`src/cache_pkg.sv`:
```
package cache_pkg;

    // Byte address width seen by the core and by memory
    localparam int ADDR_WIDTH = 32;

    // Bits per byte lane in data and enable vectors
    localparam int BYTE_WIDTH = 8;

    // Operation carried in each pipeline stage
    typedef enum logic {
        OP_READ  = 1'b0,
        OP_WRITE = 1'b1
    } req_op_t;

    // Miss controller states
    typedef enum logic [2:0] {
        S_RUN       = 3'd0,
        S_MISS_REQ  = 3'd1,
        S_MISS_WAIT = 3'd2,
        S_FILL      = 3'd3,
        S_REPLAY    = 3'd4
    } bank_state_t;

    // Index width for n items, never less than one bit
    function automatic int idx_bits(int n);
        if (n > 1) begin
            return $clog2(n);
        end
        return 1;
    endfunction

endpackage
```
`src/cache_bank.sv`:
```
`timescale 1ns/1ns

module cache_bank #(
    parameter int NUM_WAYS   = 2,
    parameter int NUM_SETS   = 8,
    parameter int LINE_WORDS = 4,
    parameter int WORD_BYTES = 4
) (
    input  logic                                                   clk,
    input  logic                                                   rst_n,
    input  logic                                                   req_valid,
    input  cache_pkg::req_op_t                                     req_op,
    input  logic [cache_pkg::ADDR_WIDTH-1:0]                       req_addr,
    input  logic [WORD_BYTES-1:0]                                  req_byteen,
    input  logic [WORD_BYTES*cache_pkg::BYTE_WIDTH-1:0]            req_data,
    output logic                                                   busy,
    output logic                                                   rsp_valid,
    output logic [WORD_BYTES*cache_pkg::BYTE_WIDTH-1:0]            rsp_data,
    output logic                                                   mem_rd_valid,
    output logic [cache_pkg::ADDR_WIDTH-1:0]                       mem_rd_addr,
    input  logic                                                   mem_fill_valid,
    input  logic [LINE_WORDS*WORD_BYTES*cache_pkg::BYTE_WIDTH-1:0] mem_fill_data,
    output logic                                                   mem_wr_valid,
    output logic [cache_pkg::ADDR_WIDTH-1:0]                       mem_wr_addr,
    output logic [WORD_BYTES-1:0]                                  mem_wr_byteen,
    output logic [WORD_BYTES*cache_pkg::BYTE_WIDTH-1:0]            mem_wr_data
);
    import cache_pkg::*;

    localparam int WORD_WIDTH  = WORD_BYTES * BYTE_WIDTH;
    localparam int LINE_WIDTH  = LINE_WORDS * WORD_WIDTH;
    localparam int BYTE_BITS   = $clog2(WORD_BYTES);
    localparam int WSEL_BITS   = $clog2(LINE_WORDS);
    localparam int SET_BITS    = $clog2(NUM_SETS);
    localparam int OFFSET_BITS = WSEL_BITS + BYTE_BITS;

    bank_state_t state_q;
    bank_state_t state_d;

    // Stage 0 holds the accepted request
    logic                  s0_valid;
    req_op_t               s0_op;
    logic [ADDR_WIDTH-1:0] s0_addr;
    logic [WORD_BYTES-1:0] s0_byteen;
    logic [WORD_WIDTH-1:0] s0_data;

    // Stage 1 does the tag lookup and data access
    logic                  s1_valid;
    req_op_t               s1_op;
    logic [ADDR_WIDTH-1:0] s1_addr;
    logic [WORD_BYTES-1:0] s1_byteen;
    logic [WORD_WIDTH-1:0] s1_data;

    logic [ADDR_WIDTH-1:0] miss_addr;
    logic [LINE_WIDTH-1:0] fill_line;
    logic                  rsp_pending;

    logic                  running;
    logic [ADDR_WIDTH-1:0] lookup_addr;
    logic                  hit;
    logic [NUM_WAYS-1:0]   hit_way;
    logic [NUM_WAYS-1:0]   victim_way;
    logic [NUM_WAYS-1:0]   data_way;
    logic                  s1_read;
    logic                  s1_write;
    logic                  read_miss;
    logic                  data_read;
    logic                  data_write;
    logic                  data_fill;

    assign running  = (state_q == S_RUN);
    assign s1_read  = running && s1_valid && (s1_op == OP_READ);
    assign s1_write = running && s1_valid && (s1_op == OP_WRITE);

    // A missed read leaves stage 1 and is tracked by miss_addr
    assign read_miss   = s1_read && !hit;
    assign lookup_addr = running ? s1_addr : miss_addr;

    assign data_read  = (s1_read && hit) || (state_q == S_REPLAY);
    assign data_write = s1_write && hit;
    assign data_fill  = (state_q == S_FILL);
    assign data_way   = data_fill ? victim_way : hit_way;

    always_comb begin
        state_d = state_q;
        case (state_q)
            S_RUN: begin
                if (read_miss) begin
                    state_d = S_MISS_REQ;
                end
            end
            S_MISS_REQ: state_d = S_MISS_WAIT;
            S_MISS_WAIT: begin
                if (mem_fill_valid) begin
                    state_d = S_FILL;
                end
            end
            S_FILL:   state_d = S_REPLAY;
            S_REPLAY: state_d = S_RUN;
            default:  state_d = S_RUN;
        endcase
    end

    always_ff @(posedge clk) begin
        if (!rst_n) begin
            state_q     <= S_RUN;
            s0_valid    <= 1'b0;
            s1_valid    <= 1'b0;
            rsp_pending <= 1'b0;
        end else begin
            state_q     <= state_d;
            rsp_pending <= data_read;
            // Both stages freeze while a miss is serviced
            if (running) begin
                s0_valid <= req_valid;
                s1_valid <= s0_valid;
            end
        end
    end

    always_ff @(posedge clk) begin
        if (running) begin
            if (req_valid) begin
                s0_op     <= req_op;
                s0_addr   <= req_addr;
                s0_byteen <= req_byteen;
                s0_data   <= req_data;
            end
            s1_op     <= s0_op;
            s1_addr   <= s0_addr;
            s1_byteen <= s0_byteen;
            s1_data   <= s0_data;
        end
        if (read_miss) begin
            miss_addr <= s1_addr;
        end
        if ((state_q == S_MISS_WAIT) && mem_fill_valid) begin
            fill_line <= mem_fill_data;
        end
    end

    cache_tags #(
        .NUM_WAYS   (NUM_WAYS),
        .NUM_SETS   (NUM_SETS),
        .LINE_WORDS (LINE_WORDS),
        .WORD_BYTES (WORD_BYTES)
    ) tags (
        .clk         (clk),
        .rst_n       (rst_n),
        .lookup_addr (lookup_addr),
        .fill        (data_fill),
        .fill_way    (victim_way),
        .hit         (hit),
        .hit_way     (hit_way),
        .victim_way  (victim_way)
    );

    cache_data #(
        .NUM_WAYS   (NUM_WAYS),
        .NUM_SETS   (NUM_SETS),
        .LINE_WORDS (LINE_WORDS),
        .WORD_BYTES (WORD_BYTES)
    ) data (
        .clk        (clk),
        .read       (data_read),
        .write      (data_write),
        .fill       (data_fill),
        .set_idx    (lookup_addr[OFFSET_BITS +: SET_BITS]),
        .wsel       (lookup_addr[BYTE_BITS +: WSEL_BITS]),
        .byteen     (s1_byteen),
        .write_data (s1_data),
        .fill_data  (fill_line),
        .way_sel    (data_way),
        .read_data  (rsp_data)
    );

    assign busy      = !running;
    assign rsp_valid = rsp_pending;

    assign mem_rd_valid = (state_q == S_MISS_REQ);
    assign mem_rd_addr  = {miss_addr[ADDR_WIDTH-1:OFFSET_BITS], OFFSET_BITS'(0)};

    // Every write goes through, hit or miss
    assign mem_wr_valid  = s1_write;
    assign mem_wr_addr   = s1_addr;
    assign mem_wr_byteen = s1_byteen;
    assign mem_wr_data   = s1_data;

    a_req_not_busy: assert property (@(posedge clk) disable iff (!rst_n) req_valid |-> !busy)
        else $error("Request strobe while busy");

    // The line written in S_FILL must be found by the replay lookup
    a_replay_hit: assert property (@(posedge clk) disable iff (!rst_n)
        (state_q == S_FILL) |=> hit)
        else $error("Replay lookup missed after fill");

endmodule

```
`src/cache_data.sv`:
```
`timescale 1ns/1ns

module cache_data #(
    parameter int NUM_WAYS   = 2,
    parameter int NUM_SETS   = 8,
    parameter int LINE_WORDS = 4,
    parameter int WORD_BYTES = 4
) (
    input  logic                                                   clk,
    input  logic                                                   read,
    input  logic                                                   write,
    input  logic                                                   fill,
    input  logic [$clog2(NUM_SETS)-1:0]                            set_idx,
    input  logic [$clog2(LINE_WORDS)-1:0]                          wsel,
    input  logic [WORD_BYTES-1:0]                                  byteen,
    input  logic [WORD_BYTES*cache_pkg::BYTE_WIDTH-1:0]            write_data,
    input  logic [LINE_WORDS*WORD_BYTES*cache_pkg::BYTE_WIDTH-1:0] fill_data,
    input  logic [NUM_WAYS-1:0]                                    way_sel,
    output logic [WORD_BYTES*cache_pkg::BYTE_WIDTH-1:0]            read_data
);
    import cache_pkg::*;

    localparam int WORD_WIDTH = WORD_BYTES * BYTE_WIDTH;
    localparam int WSEL_BITS  = $clog2(LINE_WORDS);
    localparam int WAY_BITS   = idx_bits(NUM_WAYS);
    localparam int ROW_WIDTH  = LINE_WORDS * NUM_WAYS * WORD_WIDTH;
    localparam int ROW_BYTES  = LINE_WORDS * NUM_WAYS * WORD_BYTES;

    // Row layout is word, then way, so the way mux sits last on the read path
    logic [LINE_WORDS-1:0][NUM_WAYS-1:0][WORD_WIDTH-1:0] row_wdata;
    logic [LINE_WORDS-1:0][NUM_WAYS-1:0][WORD_BYTES-1:0] row_wren;
    logic [LINE_WORDS-1:0][NUM_WAYS-1:0][WORD_WIDTH-1:0] row_rdata;
    logic [LINE_WORDS-1:0][WORD_WIDTH-1:0]               fill_words;

    logic [WAY_BITS-1:0]  way_idx;
    logic [WAY_BITS-1:0]  way_idx_q;
    logic [WSEL_BITS-1:0] wsel_q;

    assign fill_words = fill_data;

    always_comb begin
        for (int i = 0; i < LINE_WORDS; i++) begin
            for (int j = 0; j < NUM_WAYS; j++) begin
                if (fill) begin
                    row_wdata[i][j] = fill_words[i];
                    row_wren[i][j]  = {WORD_BYTES{way_sel[j]}};
                end else begin
                    // Word is replicated everywhere and the enables pick one word
                    row_wdata[i][j] = write_data;
                    if (WSEL_BITS'(i) == wsel) begin
                        row_wren[i][j] = byteen & {WORD_BYTES{way_sel[j]}};
                    end else begin
                        row_wren[i][j] = '0;
                    end
                end
            end
        end
    end

    // One-hot to index
    always_comb begin
        way_idx = '0;
        for (int j = 0; j < NUM_WAYS; j++) begin
            if (way_sel[j]) begin
                way_idx = way_idx | WAY_BITS'(j);
            end
        end
    end

    // Selection is held alongside the RAM read
    always_ff @(posedge clk) begin
        if (read) begin
            wsel_q    <= wsel;
            way_idx_q <= way_idx;
        end
    end

    cache_sp_ram #(
        .DATAW (ROW_WIDTH),
        .SIZE  (NUM_SETS),
        .WRENW (ROW_BYTES)
    ) data_store (
        .clk   (clk),
        .write (write || fill),
        .wren  (row_wren),
        .addr  (set_idx),
        .wdata (row_wdata),
        .rdata (row_rdata)
    );

    assign read_data = row_rdata[wsel_q][way_idx_q];

    // The miss controller keeps fills and write hits in separate cycles
    a_fill_write_excl: assert property (@(posedge clk) write |-> !fill)
        else $error("Fill and write in the same cycle");

endmodule

```
`src/cache_tags.sv`:
```
`timescale 1ns/1ns

module cache_tags #(
    parameter int NUM_WAYS   = 2,
    parameter int NUM_SETS   = 8,
    parameter int LINE_WORDS = 4,
    parameter int WORD_BYTES = 4
) (
    input  logic                             clk,
    input  logic                             rst_n,
    input  logic [cache_pkg::ADDR_WIDTH-1:0] lookup_addr,
    input  logic                             fill,
    input  logic [NUM_WAYS-1:0]              fill_way,
    output logic                             hit,
    output logic [NUM_WAYS-1:0]              hit_way,
    output logic [NUM_WAYS-1:0]              victim_way
);
    import cache_pkg::*;

    localparam int BYTE_BITS = $clog2(WORD_BYTES);
    localparam int WSEL_BITS = $clog2(LINE_WORDS);
    localparam int SET_BITS  = $clog2(NUM_SETS);
    localparam int TAG_BITS  = ADDR_WIDTH - SET_BITS - WSEL_BITS - BYTE_BITS;
    localparam int WAY_BITS  = idx_bits(NUM_WAYS);

    logic [TAG_BITS-1:0]                 tag_q [NUM_WAYS][NUM_SETS];
    logic [NUM_SETS-1:0][NUM_WAYS-1:0]   valid_q;
    // Round-robin replacement pointer per set
    logic [NUM_SETS-1:0][WAY_BITS-1:0]   rr_q;

    logic [SET_BITS-1:0] set_idx;
    logic [TAG_BITS-1:0] lookup_tag;
    logic [NUM_WAYS-1:0] set_valid;
    logic                set_full;

    assign set_idx    = lookup_addr[BYTE_BITS + WSEL_BITS +: SET_BITS];
    assign lookup_tag = lookup_addr[ADDR_WIDTH-1 -: TAG_BITS];
    assign set_valid  = valid_q[set_idx];
    assign set_full   = &set_valid;

    // Compare all ways of the addressed set
    always_comb begin
        for (int w = 0; w < NUM_WAYS; w++) begin
            hit_way[w] = set_valid[w] && (tag_q[w][set_idx] == lookup_tag);
        end
    end

    assign hit = |hit_way;

    // Lowest invalid way first, else the set's round-robin way
    always_comb begin
        logic found;
        found      = 1'b0;
        victim_way = '0;
        for (int w = 0; w < NUM_WAYS; w++) begin
            if (!found && !set_valid[w]) begin
                victim_way[w] = 1'b1;
                found         = 1'b1;
            end
        end
        if (!found) begin
            victim_way[rr_q[set_idx]] = 1'b1;
        end
    end

    always_ff @(posedge clk) begin
        if (!rst_n) begin
            valid_q <= '0;
            rr_q    <= '0;
        end else if (fill) begin
            valid_q[set_idx] <= set_valid | fill_way;
            // Pointer moves only when a full set loses a line
            if (set_full) begin
                if (rr_q[set_idx] == WAY_BITS'(NUM_WAYS - 1)) begin
                    rr_q[set_idx] <= '0;
                end else begin
                    rr_q[set_idx] <= rr_q[set_idx] + 1'b1;
                end
            end
        end
    end

    always_ff @(posedge clk) begin
        if (fill) begin
            for (int w = 0; w < NUM_WAYS; w++) begin
                if (fill_way[w]) begin
                    tag_q[w][set_idx] <= lookup_tag;
                end
            end
        end
    end

    // Fills never leave two ways holding the same line
    a_hit_onehot: assert property (@(posedge clk) disable iff (!rst_n) $onehot0(hit_way))
        else $error("Lookup hit in more than one way: %b", hit_way);

endmodule

```
`src/cache_sp_ram.sv`:
```
`timescale 1ns/1ns

module cache_sp_ram #(
    parameter int DATAW = 64,
    parameter int SIZE  = 16,
    parameter int WRENW = 8
) (
    input  logic                    clk,
    input  logic                    write,
    input  logic [WRENW-1:0]        wren,
    input  logic [$clog2(SIZE)-1:0] addr,
    input  logic [DATAW-1:0]        wdata,
    output logic [DATAW-1:0]        rdata
);
    import cache_pkg::*;

    // One enable per byte lane
    localparam int SEGW = BYTE_WIDTH;

    logic [DATAW-1:0] mem [SIZE];

    // Read every cycle; a same-address write returns the old row
    always_ff @(posedge clk) begin
        if (write) begin
            for (int i = 0; i < WRENW; i++) begin
                if (wren[i]) begin
                    mem[addr][i*SEGW +: SEGW] <= wdata[i*SEGW +: SEGW];
                end
            end
        end
        rdata <= mem[addr];
    end

    a_addr_range: assert property (@(posedge clk) write |-> (addr < SIZE))
        else $error("RAM write outside storage at address %0d", addr);

endmodule

```
`config.mk`:
```
export PLATFORM = sky130hd
export DESIGN_NAME = cache_bank
export DESIGN_NICKNAME = d
export VERILOG_FILES = /design/src/cache_pkg.sv /design/src/cache_bank.sv /design/src/cache_data.sv /design/src/cache_tags.sv /design/src/cache_sp_ram.sv
export SDC_FILE = /design/constraint.sdc
export NUM_CORES = 2
export LEC_CHECK = 0
export BUFFER_PORTS_ARGS = -buffer_cell sky130_fd_sc_hd__buf_2
export CAP_MARGIN = 20
export CORE_UTILIZATION = 50
export CTS_CLUSTER_DIAMETER = 200
export DETAILED_ROUTE_END_ITERATION = 10
export MAX_ROUTING_LAYER = met4
export PLACE_DENSITY = 0.66
export REMOVE_ABC_BUFFERS = 1
export SYNTH_ARGS = -nofsm -noshare
export SYNTH_HDL_FRONTEND = slang
export SYNTH_SLANG_ARGS = --single-unit
```
`constraint.sdc`:
```
create_clock -name clk -period 14.9 [get_ports clk]
set_input_delay 2.235 -clock clk [delete_from_list [all_inputs] [get_ports clk]]
set_output_delay 2.235 -clock clk [all_outputs]
set_load 0.02 [all_outputs]
```
==> flow_metrics.tcl <==
set metrics [dict create \
    async_flop_share_pct 0 \
    cts-root-buf "clkbuf_16" \
    clock_power_share_pct 40.5 \
    drc 0 \
    cts.sinks 3033 \
    grt_max_degree 169 \
    ys_top_cells_by_count "edfxtp_1 (2,747), a22oi_1 (516), nand2_1 (457)" \
    core_area_sq_um 218000 \
    numCtsBuffers 315 \
    relSlewSlack_pct 21.6 \
    fin_area_sq_um 125000 \
    clock_latency_ns 0.98 \
    maxCapViolations 0 \
    synth_seq_area_share_pct 80.1 \
    drtIter0Drc 9718 \
    comb_power_share_pct 9.0 \
    startpoint "state_q[0]" \
    htreeDepth 5 \
    cts_tree "yes" \
    highest_layer "met4" \
    rows 171 \
    synth_edf_count 2747 \
    worstSetupStartpointType "flop" \
    p_leak_nw 40.2 \
    cts.clk_slew.worst_paths_ns 0.06 \
    wl_met3_um 35700 \
    synth_seq_cells 3033 \
    post-dp-hpwl_um 192000 \
    die_area_sq_um 222000 \
    initial_core_util_pct 50.5 \
    fmax_ghz 0.136 \
    synthDominantCellAreaShare_pct 74.9 \
    drtPass1Iterations 8 \
    wire_per_inst_um 32.9 \
    hold_class "reg2reg" \
    cts_resized 0 \
    period_share_pct 49.3 \
    utilization_pct 57.4 \
    worstReg2RegStart "state_q[0]" \
    peakVddDrop_v 0.000123 \
    cts_setup_buffers 0 \
    crit_fanout 96 \
    track_usage_pct 29.2 \
    synth.distinct_cells 77 \
    routed_wl_um 320000 \
    yosysMostFrequentCell "edfxtp_1" \
    grt_pass1_wl_um 452000 \
    syn-cell-area_sq_um 110000 \
    critPathTopFamily "buffers and inverters" \
    wl_met1_um 120000 \
    worstPathArrival_ns 7.92 \
    syn_to_final_growth_pct 13.8 \
    nNetsFinal 6836 \
    wl_met2_um 150000 \
    syn_inst 6274 \
    cts_buffer_depth 4 \
    max_stage_delay_ns 1.02 \
    grt_pass1_vias 62000 \
    worst_clock_skew_ns 0.103 \
    ys.flop_type "edfxtp_1" \
    port_buffers 332 \
    slew_violations 0 \
    hold_viol 0 \
    crit_type "reg2reg" \
    io-pin-count 337 \
    syn-mean-instance-area_sq_um 17.5 \
    drive_gt1_share_pct 16.3 \
    grt_remaining_overflow 0 \
    via_per_inst 6.60 \
    synth.largest_area_cell "edfxtp_1" \
    seqPwrFrac_pct 50.4 \
    die_h_um 471 \
    antenna_found_initial 11 \
    p_sw_w 0.00463 \
    gp_congestion 0.895 \
    cp_data_required_time_ns 15.48 \
    path_common_cell "buf_4" \
    rsz0062_at_grt "false" \
    n_fill_cell 16100 \
    ant_nets 0 \
    yosys_warnings 0 \
    status "finished clean" \
    synthTopCellsByArea "edfxtp_1 (75%), dfxtp_1 (5.2%), a22oi_1 (3.5%)" \
    switching_share_pct 23.8 \
    crit_buf_inv 4 \
    fin_crit_ns 7.34 \
    fp.dieW_um 471 \
    p_per_area_nw_per_um2 155 \
    cts_hold_buf 0 \
    dr_total_vias 64200 \
    slowest_stage "a211oi_1" \
    tightest_slew_ns 1.17 \
    path_cells "or3_4 -> buf_12 -> mux2i_4 -> buf_4 -> buf_4 -> a21o_1 -> a21oi_1 -> nor4_1 -> xnor2_1 -> nand4_1 -> nor4_2 -> buf_4 -> a31oi_1 -> a211oi_1" \
    end_kind "flop" \
    dpl-instance-area_sq_um 115000 \
    hp-start "s0_addr[18]" \
    setup_viol 0 \
    internal-power_w 0.0148 \
]
-- placed cells by master (no fill, tap or decap), types with 16 or more instances in the layout --
cell type / netlist / final
edfxtp_1: 2747 / 2747
a22oi_1: 516 / 514
nand2_1: 457 / 445
buf_2: 39 / 339
clkbuf_16: 0 / 324
a222oi_1: 323 / 323
dfxtp_1: 286 / 286
nor2_1: 274 / 270
mux2i_1: 176 / 170
o211ai_1: 163 / 163
buf_4: 35 / 137
a21oi_1: 112 / 111
nand4_1: 107 / 107
a211oi_1: 94 / 94
clkbuf_1: 312 / 70
mux4_2: 66 / 66
mux2_2: 51 / 50
nor2b_1: 47 / 47
clkinv_2: 0 / 44
o22ai_1: 42 / 42
nand3_1: 39 / 38
clkinv_1: 0 / 36
a31oi_1: 35 / 35
xnor2_1: 35 / 35
bufinv_16: 0 / 31
clkbuf_8: 0 / 26
and3_1: 23 / 22
inv_1: 22 / 21
o21ai_0: 20 / 19
a2111oi_0: 16 / 16
-- worst register-to-register path, stage by stage, from the launching register on --
cell and delay (ns):
dfxtp_1 0.99, or3_4 0.58, buf_12 0.50, mux2i_4 0.41
buf_4 0.52, buf_4 0.69, a21o_1 0.16, a21oi_1 0.05
nor4_1 0.35, xnor2_1 0.19, nand4_1 0.13, nor4_2 0.37
buf_4 0.57, a31oi_1 0.46, a211oi_1 1.02
-- cell families after synthesis --
group,share of synthesized area (%)
AO/OA/AOI/OAI,10.1
XOR/XNOR,0.302
buffers and inverters,1.77
flip-flops,80.1
multiplexers,3.47
other,0.00341
AND/OR/NAND/NOR,4.22
-- final timing paths --
kind | end | slack [ns] | cells past startpoint
worst min-delay path | mem_wr_addr[18] | 0.37 | 0
worst max-delay path | data.data_store.mem[5][250] | 7.56 | 14
worst min register to register | mem_wr_addr[18] | 0.37 | 0
worst max register to register | data.data_store.mem[5][250] | 7.56 | 14
-- stage by stage --
stage                     cells  worst slack [ns]  power (W)  setup TNS, ns  hold slack [ns]
after CTS                  9719              7.63     0.0194              0            0.379
after global routing       9737              7.33     0.0198              0            0.382
after detailed placement   9160              7.57     0.0117              0            0.405
final                      9738              7.56     0.0194              0            0.375
after floorplan            5833             -3.06     0.0108       -4589.09            0.400
after global placement     9158              7.69     0.0117              0            0.401
-- per-layer routing --
metal  vias to the layer above  global-route usage, %
li1                      26400                      -
met1                     32600                   38.8
met2                      4475                   44.6
met3                       741                   5.72
met4                         0                   11.7
met5                         -                      -
-- flip-flops by register name (all words and copies together) (netlist names) --
signal and cells:
data.data_store.mem 2048, data.data_store.rdata 256, data.way_idx_q 1, data.wsel_q 2
fill_line 128, mem_wr_addr 32, mem_wr_byteen 4, mem_wr_data 32
miss_addr 30, rsp_valid 1, s0_addr 32, s0_byteen 4
s0_data 32, s0_op 1, s0_valid 1, s1_op 1
s1_valid 1, state_q 3, tags.rr_q 8, tags.tag_q 400
tags.valid_q 16
-- cell type report --
type                    instances  area, sq um  area share [%]
diodes                          7         17.5          0.0140
clock buffers                 420         8730            6.97
clock inverters               139         1540            1.23
inverters                      23         93.8          0.0749
multi-input cells            2777        20200            16.1
flip-flops and latches       3033        88200            70.4
well taps                    2854         3570            2.85
repair buffers                485         2850            2.28
-- power by group through the flow --
| stage | sequential (W) | clock (W) | combinational, W |
|---|---|---|---|
| floorplan | 0.00989 | 0 | 0.000948 |
| global placement | 0.00996 | 0 | 0.00170 |
| detailed placement | 0.00996 | 0 | 0.00172 |
| CTS | 0.00978 | 0.00792 | 0.00173 |
| global route | 0.00978 | 0.00823 | 0.00182 |
| finish | 0.00978 | 0.00787 | 0.00175 |
Note: power is estimated with default switching activity, not from simulation.
